## src/source/calib_config.svh

```systemverilog
// Calibration front end configuration
// Sizes shared by the package, the register block and the datapath

`ifndef CALIB_CONFIG_SVH
`define CALIB_CONFIG_SVH

// Width of a signed sample and of a register data word
`define CALIB_DATA_WIDTH 16

// Number of acquisition channels carried on the stream
`define CALIB_CHANNELS 4

// Width of a per-channel shift amount, so shifts run from 0 to 15
`define CALIB_SHIFT_WIDTH 4

// Register address width, wide enough for two words per channel plus control
`define CALIB_ADDR_WIDTH 4

`endif
```

## src/source/calib_pkg.sv

```systemverilog
// Calibration package
// Stream payload types, per-channel coefficient types and the register map

`default_nettype none

`include "calib_config.svh"

package calib_pkg;

    // A single channel still needs one bit of channel field
    localparam int CHANNEL_WIDTH = (`CALIB_CHANNELS > 1) ? $clog2(`CALIB_CHANNELS) : 1;

    // The register map has two words per channel followed by the control word
    localparam int REG_CHANNEL_STRIDE = 2;
    localparam int REG_OFFSET_FIELD = 0;
    localparam int REG_SHIFT_FIELD = 1;
    localparam int REG_CONTROL_ADDRESS = REG_CHANNEL_STRIDE * `CALIB_CHANNELS;
    localparam int REG_SHIFT_ENABLE_BIT = 0;

    // Sample as it arrives from the acquisition side
    typedef struct packed {
        logic signed [`CALIB_DATA_WIDTH-1:0] data;
        logic [CHANNEL_WIDTH-1:0] channel;
    } raw_sample_t;

    // Sample after calibration with a flag that marks where a clamp acted
    typedef struct packed {
        logic signed [`CALIB_DATA_WIDTH-1:0] data;
        logic [CHANNEL_WIDTH-1:0] channel;
        logic saturated;
    } calibrated_sample_t;

    // Coefficients of one channel
    typedef struct packed {
        logic signed [`CALIB_DATA_WIDTH-1:0] offset;
        logic [`CALIB_SHIFT_WIDTH-1:0] shift;
    } calib_coeff_t;

    typedef calib_coeff_t [`CALIB_CHANNELS-1:0] calib_coeff_array_t;

endpackage

`default_nettype wire

```

## src/source/calib_frontend.sv

```systemverilog
// Calibration front end top level
// Input skid buffer, calibration stage and output skid buffer in series,
// with the register block supplying the coefficients as levels

`timescale 1ns/100ps
`default_nettype none

`include "calib_config.svh"

module calib_frontend (
    input logic clock,
    input logic reset,
    input logic reg_write,
    input logic [`CALIB_ADDR_WIDTH-1:0] reg_address,
    input logic [`CALIB_DATA_WIDTH-1:0] reg_data,
    input logic in_valid,
    output logic in_ready,
    input calib_pkg::raw_sample_t in_sample,
    output logic out_valid,
    input logic out_ready,
    output calib_pkg::calibrated_sample_t out_sample
);

    import calib_pkg::*;

    // Stream between the input buffer and the calibration stage
    raw_sample_t calib_in_sample;
    logic calib_in_valid;
    logic calib_in_ready;

    // Stream between the calibration stage and the output buffer
    calibrated_sample_t calib_out_sample;
    logic calib_out_valid;
    logic calib_out_ready;

    calib_coeff_array_t coeffs;
    logic shift_enable;

    calib_regs u_regs (
        .clock(clock),
        .reset(reset),
        .reg_write(reg_write),
        .reg_address(reg_address),
        .reg_data(reg_data),
        .coeffs(coeffs),
        .shift_enable(shift_enable)
    );

    // Gives the upstream source a registered ready
    skid_buffer #(.payload_t(raw_sample_t)) u_in_buffer (
        .clock(clock),
        .reset(reset),
        .in_valid(in_valid),
        .in_ready(in_ready),
        .in_data(in_sample),
        .out_valid(calib_in_valid),
        .out_ready(calib_in_ready),
        .out_data(calib_in_sample)
    );

    calibration u_calibration (
        .clock(clock),
        .reset(reset),
        .in_valid(calib_in_valid),
        .in_ready(calib_in_ready),
        .in_sample(calib_in_sample),
        .out_valid(calib_out_valid),
        .out_ready(calib_out_ready),
        .out_sample(calib_out_sample),
        .coeffs(coeffs),
        .shift_enable(shift_enable)
    );

    // Breaks the combinational ready path from the consumer into calibration
    skid_buffer #(.payload_t(calibrated_sample_t)) u_out_buffer (
        .clock(clock),
        .reset(reset),
        .in_valid(calib_out_valid),
        .in_ready(calib_out_ready),
        .in_data(calib_out_sample),
        .out_valid(out_valid),
        .out_ready(out_ready),
        .out_data(out_sample)
    );

endmodule

`default_nettype wire

```

## src/source/calibration.sv

```systemverilog
// Calibration stage
// Adds the channel offset with saturation, then optionally applies the
// channel's power-of-two gain with a second saturation, in one register stage

`timescale 1ns/100ps
`default_nettype none

`include "calib_config.svh"

module calibration (
    input logic clock,
    input logic reset,
    input logic in_valid,
    output logic in_ready,
    input calib_pkg::raw_sample_t in_sample,
    output logic out_valid,
    input logic out_ready,
    output calib_pkg::calibrated_sample_t out_sample,
    input calib_pkg::calib_coeff_array_t coeffs,
    input logic shift_enable
);

    import calib_pkg::*;

    localparam int WIDTH = `CALIB_DATA_WIDTH;
    localparam int SHIFT_MAX = (1 << `CALIB_SHIFT_WIDTH) - 1;
    // Wide enough that the largest shift never drops a bit
    localparam int WIDE = WIDTH + SHIFT_MAX;
    localparam logic [WIDTH-1:0] MAX_VALUE = {1'b0, {(WIDTH-1){1'b1}}};
    localparam logic [WIDTH-1:0] MIN_VALUE = {1'b1, {(WIDTH-1){1'b0}}};

    calib_coeff_t coeff;
    logic [WIDTH:0] sum;
    logic [WIDTH-1:0] offset_value;
    logic offset_clamped;
    logic [WIDE-1:0] shifted;
    logic [WIDTH-1:0] gain_value;
    logic gain_clamped;
    logic advance;
    calibrated_sample_t result;

    // Coefficients are taken as they stand on the transfer edge
    assign coeff = coeffs[in_sample.channel];

    always_comb begin
        // Sign-extended sum one bit wider than a sample
        sum = {in_sample.data[WIDTH-1], in_sample.data} + {coeff.offset[WIDTH-1], coeff.offset};
        // The two top bits differ only when the sum left the signed range
        offset_clamped = sum[WIDTH] ^ sum[WIDTH-1];
        if (offset_clamped) begin
            offset_value = sum[WIDTH] ? MIN_VALUE : MAX_VALUE;
        end else begin
            offset_value = sum[WIDTH-1:0];
        end

        shifted = {{SHIFT_MAX{offset_value[WIDTH-1]}}, offset_value} << coeff.shift;
        // The top bit is still the sign, everything from the sample's sign
        // position upwards must agree with it
        gain_clamped = (shifted[WIDE-1:WIDTH-1] != '0) && (shifted[WIDE-1:WIDTH-1] != '1);
        if (gain_clamped) begin
            gain_value = shifted[WIDE-1] ? MIN_VALUE : MAX_VALUE;
        end else begin
            gain_value = shifted[WIDTH-1:0];
        end

        result.data = shift_enable ? gain_value : offset_value;
        result.channel = in_sample.channel;
        result.saturated = offset_clamped | (shift_enable & gain_clamped);
    end

    // The stage moves when its register is empty or being drained
    assign in_ready = ~out_valid | out_ready;
    assign advance = in_valid & in_ready;

    always_ff @(posedge clock) begin
        if (!reset) begin
            out_valid <= 1'b0;
        end else if (in_ready) begin
            out_valid <= in_valid;
        end
    end

    always_ff @(posedge clock) begin
        if (advance) begin
            out_sample <= result;
        end
    end

endmodule

`default_nettype wire

```

## src/source/skid_buffer.sv

```systemverilog
// Two-entry valid/ready skid buffer
// Registers both the output stage and the upstream ready, so no
// combinational path runs from out_ready back to in_ready

`timescale 1ns/100ps
`default_nettype none

module skid_buffer #(
    parameter type payload_t = logic
) (
    input logic clock,
    input logic reset,
    input logic in_valid,
    output logic in_ready,
    input payload_t in_data,
    output logic out_valid,
    input logic out_ready,
    output payload_t out_data
);

    payload_t spare_data;
    logic spare_valid;
    logic in_fire;
    logic main_free;

    assign in_fire = in_valid & in_ready;

    // The main register can take a new beat when it is empty or is
    // being drained on this edge
    assign main_free = ~out_valid | out_ready;

    always_ff @(posedge clock) begin
        if (!reset) begin
            out_valid <= 1'b0;
            spare_valid <= 1'b0;
            in_ready <= 1'b0;
        end else if (main_free) begin
            // The spare always drains first, so order is kept
            out_valid <= spare_valid | in_fire;
            spare_valid <= 1'b0;
            in_ready <= 1'b1;
        end else if (in_fire) begin
            // Downstream stalled while a beat was accepted, park it in the spare
            spare_valid <= 1'b1;
            in_ready <= 1'b0;
        end
    end

    // The spare captures a beat only while the main register is held
    always_ff @(posedge clock) begin
        if (main_free) begin
            if (spare_valid) begin
                out_data <= spare_data;
            end else if (in_fire) begin
                out_data <= in_data;
            end
        end
        if (!main_free && in_fire) begin
            spare_data <= in_data;
        end
    end

endmodule

`default_nettype wire

```

## src/source/calib_regs.sv

```systemverilog
// Calibration register block
// Holds the per-channel offsets and shifts and the global shift enable,
// written through a plain write strobe with no read-back

`timescale 1ns/100ps
`default_nettype none

`include "calib_config.svh"

module calib_regs (
    input logic clock,
    input logic reset,
    input logic reg_write,
    input logic [`CALIB_ADDR_WIDTH-1:0] reg_address,
    input logic [`CALIB_DATA_WIDTH-1:0] reg_data,
    output calib_pkg::calib_coeff_array_t coeffs,
    output logic shift_enable
);

    import calib_pkg::*;

    localparam int ADDR_WIDTH = `CALIB_ADDR_WIDTH;

    // Each channel owns an offset word at an even address and a shift word
    // at the odd address just above it
    always_ff @(posedge clock) begin
        if (!reset) begin
            coeffs <= '0;
            shift_enable <= 1'b0;
        end else if (reg_write) begin
            for (int c = 0; c < `CALIB_CHANNELS; c++) begin
                if (reg_address == ADDR_WIDTH'(REG_CHANNEL_STRIDE * c + REG_OFFSET_FIELD)) begin
                    coeffs[c].offset <= reg_data;
                end
                // Only the low bits of a shift write are meaningful
                if (reg_address == ADDR_WIDTH'(REG_CHANNEL_STRIDE * c + REG_SHIFT_FIELD)) begin
                    coeffs[c].shift <= reg_data[`CALIB_SHIFT_WIDTH-1:0];
                end
            end
            // The control word sits right after the last channel
            if (reg_address == ADDR_WIDTH'(REG_CONTROL_ADDRESS)) begin
                shift_enable <= reg_data[REG_SHIFT_ENABLE_BIT];
            end
            // Any other address falls through and leaves the state alone
        end
    end

endmodule

`default_nettype wire

```

## config.mk

```make
export PLATFORM = sky130hd
export DESIGN_NAME = calib_frontend
export DESIGN_NICKNAME = d
export VERILOG_FILES = /design/src/source/calib_pkg.sv /design/src/source/calib_frontend.sv /design/src/source/calibration.sv /design/src/source/skid_buffer.sv /design/src/source/calib_regs.sv
export VERILOG_INCLUDE_DIRS = /design/src /design/src/source
export SDC_FILE = /design/constraint.sdc
export NUM_CORES = 1
export LEC_CHECK = 0
export BUFFER_PORTS_ARGS = -buffer_cell sky130_fd_sc_hd__buf_2
export CORE_AREA = 2 2 127 154
export CTS_CLUSTER_DIAMETER = 30
export DETAILED_ROUTE_END_ITERATION = 10
export DIE_AREA = 0 0 129 156
export PLACE_DENSITY = 0.79
export RECOVER_POWER = 25
export SKIP_CTS_REPAIR_TIMING = 1
export SLEW_MARGIN = 25
export SYNTH_ARGS = -nofsm -noshare
export SYNTH_HDL_FRONTEND = slang
export SYNTH_SLANG_ARGS = --single-unit
export TNS_END_PERCENT = 100
```

## constraint.sdc

```tcl
create_clock -name clock -period 5.8 [get_ports clock]
set_input_delay 0.58 -clock clock [delete_from_list [all_inputs] [get_ports clock]]
set_output_delay 0.58 -clock clock [all_outputs]
set_load 0.05 [all_outputs]
```

==> impl_metrics.csv, run 1 <==
group,metric,value,unit
synth,syn-mean-instance-area,10.5,sq um
route,via_per_inst,6.11,
route,drc_errors,0,
route,totalWireLength,24400,um
route,wl_met2,11800,um
critical_path,startpoint_type,"flop",
synth,synthTopCellsByArea,"edfxtp_1, dfxtp_1, mux2i_1",
sta,fin_crit_sh,94.1,%
route,dr.pass1.iters,5,
finish,n_antenna_cell,0,
power,p_switching,0.740,mW
floorplanning,die_y,156,um
critical_path,worstPathArrival,5.69,ns
finish,final_common_cell,"nand2_1",
synth,synth.top_cell.area_share,27.8,%
finish,mostFrequentLayoutCells,"nand2_1, edfxtp_1, dfxtp_1, mux2i_1, nor2b_1",
critical_path,worst_ep_required_time,6.03,ns
floorplanning,io_pins,64,
cts,cts_made_buffers,17,
floorplanning,core,0.0186,sq mm
route,drtIter0Drc,489,
critical_path,crit_path_frequent_cell,"buf_4",
sta,final_max_slew_viol_count,89,
global_route,grt_pass1_wl,38800,um
min_path,hp-class,"primary input to flop",
floorplanning,initial_core_util,53.8,%
power,seqPwrFrac,47.9,%
global_route,antenna_found_initial,0,
run_status,violations,"max-capacitance violations, max-slew violations",
critical_path,critPathCaptureType,"flop",
route,vias,7657,
route,wl_met1,10000,um
placed_design,port_buffers,63,
synth,syn_area,0.0100,sq mm
power,ir_worst_vdd,0.000182,V
sta,skew,0.0110,ns
global_route,grt_pass1_vias,7467,
cts,tritoncts,"yes",
synth,ys_seq_area_share,45.4,%
synth,ys.warnings.count,0,
critical_path,cpMaxStageDelayCell,"mux4_2",
cts,cts_sinks,181,
route,ant_nets,0,
synth,synth-seq-cells,181,
synth,ys_types,78,
power,clockPowerShare,40.5,%
route,wl_per_cell,19.4,um
power,power_leakage,4.07,nW
cts,clock_latency,0.43,ns
global_route,gr-total-overflow,0,
floorplanning,die-area,0.0201,sq mm
power,switching_share,25.7,%
cts,clockRootBuffer,"clkbuf_16",
sta,grt_setup_unrepaired,"no",
sta,finalSetupViolCount,0,
sta,relSlewSlack,-89.4,%
route,dr.max_layer_used,"met4",
sta,fin_tns_setup,0,ns
cts,clk_path_buf_depth,2,
sta,hold_viol_final,0,
power,power_density,258,mW/mm^2
run,maxCapViolations,1,
sta,maxClockFrequency,183,MHz
floorplanning,rows,55,
finish,fillers,1554,
critical_path,worstPathMaxFanout,18,
power,internal_power,2.14,mW
power,pwr-share-comb,11.6,%
synth,synthCells,956,
power,total_power,2.88,mW
synth,synthFlopType,"edfxtp_1",
placed_design,hpwl,17300,um
global_route,grt_max_degree,89,
sta,period_needed,5.46,ns
finish,final_layout_size_suffix_gt1_share,18.9,%
critical_path,worstSetupPathType,"flop to flop",
cts,h-tree-depth,4,
global_route,grtUsageTotal,24.7,%
synth,synth_nets,1016,
critical_path,worstPathCellList,"buf_4 -> mux4_2 -> ha_1 -> a21oi_1 -> o211ai_2 -> nor4bb_1 -> o21ai_0 -> nand2_1 -> buf_4 -> a211oi_1 -> o21a_1 -> o2111ai_1 -> a2111oi_2 -> a32oi_4 -> o311ai_1",
critical_path,cp_slowest_stage_delay,0.60,ns
finish,fin_nets,1045,
floorplanning,die_w,129,um
synth,async_reset_ff_share,0,%
synth,yosysTopAreaCell,"edfxtp_1",
cts,clk_pin_slew_worst_paths,0.07,ns
finish,area.growth.synth_to_final,11.3,%
route,dr_wl_met3,1250,um
placed_design,place_congestion,0.992,
synth,synth_edf_count,93,
sta,tightest_slew,2.84,ns
run_status,status,"finished, violations left",
[registers in the layout, indices dropped and copies added (netlist names)]
signal and count:
u_in_buffer.spare_valid 1, u_in_buffer.in_ready 1, u_in_buffer.out_data 18, u_in_buffer.spare_data 18
u_out_buffer.spare_data 19, u_regs.shift_enable 1, u_out_buffer.spare_valid 1, u_regs.coeffs 80
u_out_buffer.out_valid 1, u_calibration.out_valid 1, u_out_buffer.in_ready 1, u_in_buffer.out_valid 1
u_calibration.out_sample 19, u_out_buffer.out_data 19
[synth_stat cells, drive strengths merged, types with 6 or more instances]
| library cell | count |
|---|---|
| o21ai | 27 |
| nand2 | 134 |
| mux4 | 20 |
| and3 | 6 |
| o311ai | 8 |
| nor2 | 41 |
| nand3 | 11 |
| nor2b | 54 |
| and2 | 6 |
| edfxtp | 93 |
| clkbuf | 53 |
| a21oi | 46 |
| buf | 20 |
| mux2 | 42 |
| o22ai | 6 |
| nor3 | 8 |
| maj3 | 12 |
| dfxtp | 88 |
| a211o | 8 |
| a21o | 12 |
| o211ai | 15 |
| o221ai | 8 |
| ha | 16 |
| or3 | 6 |
| mux2i | 69 |
| a21boi | 35 |
| a211oi | 14 |
[per-layer routing]
layer	vias up	GRT usage (%)
met5	-	0
met4	0	14.5
met3	76	4.25
met2	284	40.3
met1	3654	30.6
li1	3643	-
[stage by stage]
| stage | worst slack [ns] | area, sq um | hold WS (ns) | utilization [%] | std cells |
|---|---|---|---|---|---|
| global placement | 0.318 | 10500 | 0.434 | 56.5 | 1221 |
| finish | 0.339 | 11200 | 0.334 | 59.9 | 1254 |
| floorplan | 0.219 | 10000 | 0.421 | - | 956 |
| detailed placement | 0.259 | 10600 | 0.432 | 56.6 | 1222 |
| CTS | 0.232 | 11200 | 0.318 | 59.8 | 1254 |
| global route | 0.0421 | 11200 | 0.317 | 59.9 | 1254 |
[worst max-delay path, delay by kind of cell, from the launching register on]
kind / cells / cell delay (ns)
AND/OR/NAND/NOR: 2 / 0.52
multiplexers: 1 / 0.60
adder cells (fa/ha/maj): 1 / 0.39
flip-flops: 1 / 0.39
AO/OA/AOI/OAI: 9 / 2.73
buffers and inverters: 2 / 0.60
[final cells by class]
cell class / instances / area (sq um) / area share (%)
well taps: 256 / 320 / 2.87
repair buffers: 83 / 459 / 4.11
clock inverters: 11 / 103 / 0.918
inverters: 5 / 31.3 / 0.280
flip-flops and latches: 181 / 4550 / 40.8
multi-input cells: 697 / 5200 / 46.6
clock buffers: 21 / 504 / 4.51
[path summary, 6_finish.rpt]
path | startpoint | to | slack, ns | cells past startpoint
hold / removal | in_sample[4] | u_in_buffer.spare_data[4]$_DFFE_PP_ | 0.33 | 1
setup reg to reg | u_in_buffer.out_data[1]$_DFFE_PP_ | u_calibration.out_sample[8]$_DFFE_PP_ | 0.34 | 15
setup / recovery | u_in_buffer.out_data[1]$_DFFE_PP_ | u_calibration.out_sample[8]$_DFFE_PP_ | 0.34 | 15
hold reg to reg | u_calibration.out_sample[15]$_DFFE_PP_ | u_out_buffer.spare_data[15]$_DFFE_PP_ | 0.44 | 0
[kinds of logic after synthesis]
family                   Yosys count  synth area share, %
buffers and inverters             78                 3.35
XOR/XNOR                           9                0.785
flip-flops                       181                 45.4
AO/OA/AOI/OAI                    238                 17.3
AND/OR/NAND/NOR                  290                 13.7
multiplexers                     131                 16.1
adder cells (fa/ha/maj)           29                 3.39
[power groups by stage]
stage               logic (mW)  clock network (mW)  registers, mW
floorplan                0.228                   0           1.41
global placement         0.320                   0           1.41
detailed placement       0.321                   0           1.41
CTS                      0.323                1.18           1.38
global route             0.359                1.23           1.38
finish                   0.333                1.17           1.38
No activity file was read; power rests on OpenSTA's default activity.
==> run 2, diff against run 1 <==
- PLACE_DENSITY: 0.79 -> 0.8
- TNS_END_PERCENT: 100 -> unset
==> run 2 against run 1 <==
Compared with the run above:
- the run still ends with max-capacitance violations, max-slew violations left
- utilization about the same
- wire length is 0.69% higher
- sequential power hardly changed
- global-route usage is 0.18 points higher
- sequential share of layout area is essentially flat
- die area unchanged
- critical path depth unchanged
- hold slack worse by 0.0092 ns
==> impl_metrics.csv, run 2 (synthesis gave the netlist of run 1 again) <==
group,metric,value,unit
cts,tritoncts,"yes",
cts,clockRootBuffer,"clkbuf_16",
floorplanning,initial_core_util,53.8,%
critical_path,reg2reg_from,"u_in_buffer.out_data[0]$_DFFE_PP_",
global_route,antenna_found_initial,0,
sta,grt_setup_unrepaired,"no",
finish,n_antenna_cell,0,
route,wl_per_cell,19.4,um
finish,fin_nets,1054,
floorplanning,core,0.0186,sq mm
sta,final_max_slew_viol_count,89,
placed_design,dp.cells,1228,
route,totalWireLength,24500,um
placed_design,port_buffers,63,
power,total_power,2.85,mW
route,drtIter0Drc,542,
sta,relSlewSlack,-94.0,%
sta,skew,0.0150,ns
finish,largest_reg_flops,80,
global_route,grt_pass1_wl,39100,um
min_path,hp-class,"primary input to flop",
power,power_leakage,4.09,nW
min_path,hold_start,"in_sample[6]",
sta,finalSetupViolCount,0,
min_path,hold_depth,1,
route,via_per_inst,6.08,
sta,fin_crit_sh,93.8,%
critical_path,worstSetupPathType,"flop to flop",
run_status,status,"finished, violations left",
floorplanning,die_y,156,um
critical_path,cp_slowest_stage_delay,0.55,ns
critical_path,r2r_cells,15,
finish,final_layout_size_suffix_gt1_share,19.2,%
route,drc_errors,0,
finish,area.growth.synth_to_final,11.3,%
power,ir_worst_vdd,0.000207,V
critical_path,worst_ep_required_time,6.04,ns
critical_path,critPathCaptureType,"flop",
sta,maxClockFrequency,184,MHz
cts,cts_made_buffers,17,
floorplanning,rows,55,
run_status,violations,"max-capacitance violations, max-slew violations",
placed_design,place_congestion,0.969,
critical_path,worstSetupStartpoint,"u_in_buffer.out_data[0]$_DFFE_PP_",
finish,final_cell_area,0.0112,sq mm
run,maxCapViolations,1,
cts,clock_latency,0.44,ns
power,power_density,255,mW/mm^2
finish,mostFrequentLayoutCells,"nand2_1, edfxtp_1, dfxtp_1, mux2i_1, nor2b_1",
sta,period_needed,5.44,ns
finish,final_common_cell,"nand2_1",
critical_path,startpoint_type,"flop",
placed_design,placed_area,0.0106,sq mm
global_route,grt_pass1_vias,7377,
floorplanning,die_w,129,um
cts,clk_path_buf_depth,2,
critical_path,worstPathCellList,"buf_4 -> mux4_2 -> ha_1 -> a21oi_1 -> o21ai_0 -> a31o_2 -> o21ai_0 -> and2_1 -> buf_4 -> a211oi_1 -> a211oi_1 -> o2bb2ai_1 -> a2111oi_2 -> a32oi_2 -> o311ai_1",
finish,final_util,59.9,%
route,ant_nets,0,
sta,hold_viol_final,0,
sta,fin_tns_setup,0,ns
cts,clk_pin_slew_worst_paths,0.08,ns
global_route,gr-total-overflow,0,
sta,tightest_slew,2.91,ns
finish,stdcell_count,1263,
finish,regMostFlops,"u_regs.coeffs",
global_route,grtUsageTotal,24.8,%
global_route,grt_max_degree,89,
critical_path,cpMaxStageDelayCell,"mux4_2",
critical_path,worstPathArrival,5.68,ns
route,dr.pass1.iters,5,
placed_design,hpwl,17600,um
cts,cts_sinks,181,
route,vias,7676,
floorplanning,die-area,0.0201,sq mm
cts,h-tree-depth,4,
critical_path,worstPathMaxFanout,15,
floorplanning,io_pins,64,
[run 2: worst paths after layout]
kind | endpoint | slack (ns)
worst min-delay path | u_in_buffer.spare_data[6]$_DFFE_PP_ | 0.33
worst max register to register | u_calibration.out_sample[6]$_DFFE_PP_ | 0.36
worst min register to register | u_out_buffer.spare_data[0]$_DFFE_PP_ | 0.45
worst max-delay path | u_calibration.out_sample[6]$_DFFE_PP_ | 0.36
[run 2: report_power, final]
group | switching (mW) | total [mW] | internal [mW] | leakage (nW)
clock network | 0.557 | 1.14 | 0.579 | 0.291
registers | 0.0123 | 1.38 | 1.37 | 1.56
logic | 0.203 | 0.336 | 0.133 | 2.24
total | 0.772 | 2.85 | 2.08 | 4.09
[run 2: per-layer routing]
metal | track usage (%) | part of all wire [%] | vias to the layer above
li1 | - | - | 3669
met1 | 30.7 | 41 | 3683
met2 | 43.3 | 51 | 260
met3 | 3.33 | 4.3 | 64
met4 | 10.8 | 3.2 | 0
met5 | 0 | 0 | -
[run 2: stage by stage]
step / setup WS (ns) / hold slack (ns)
floorplan: 0.219 / 0.421
global placement: 0.361 / 0.437
detailed placement: 0.138 / 0.442
CTS: 0.134 / 0.317
global route: 0.00560 / 0.316
finish: 0.358 / 0.325
[run 2: layout make-up]
| type | count | area [sq um] |
|---|---|---|
| fillers | 1528 | 7470 |
| multi-input cells | 697 | 5170 |
| flip-flops and latches | 181 | 4550 |
| repair buffers | 92 | 517 |
| clock buffers | 17 | 425 |
| well taps | 256 | 320 |
| clock inverters | 15 | 156 |
| inverters | 5 | 31.3 |
[run 2: critical path, delay by kind of cell, from the launching register on]
kind | cells | cell delay (ns)
AO/OA/AOI/OAI | 10 | 2.69
AND/OR/NAND/NOR | 1 | 0.51
multiplexers | 1 | 0.55
flip-flops | 1 | 0.54
buffers and inverters | 2 | 0.51
adder cells (fa/ha/maj) | 1 | 0.43
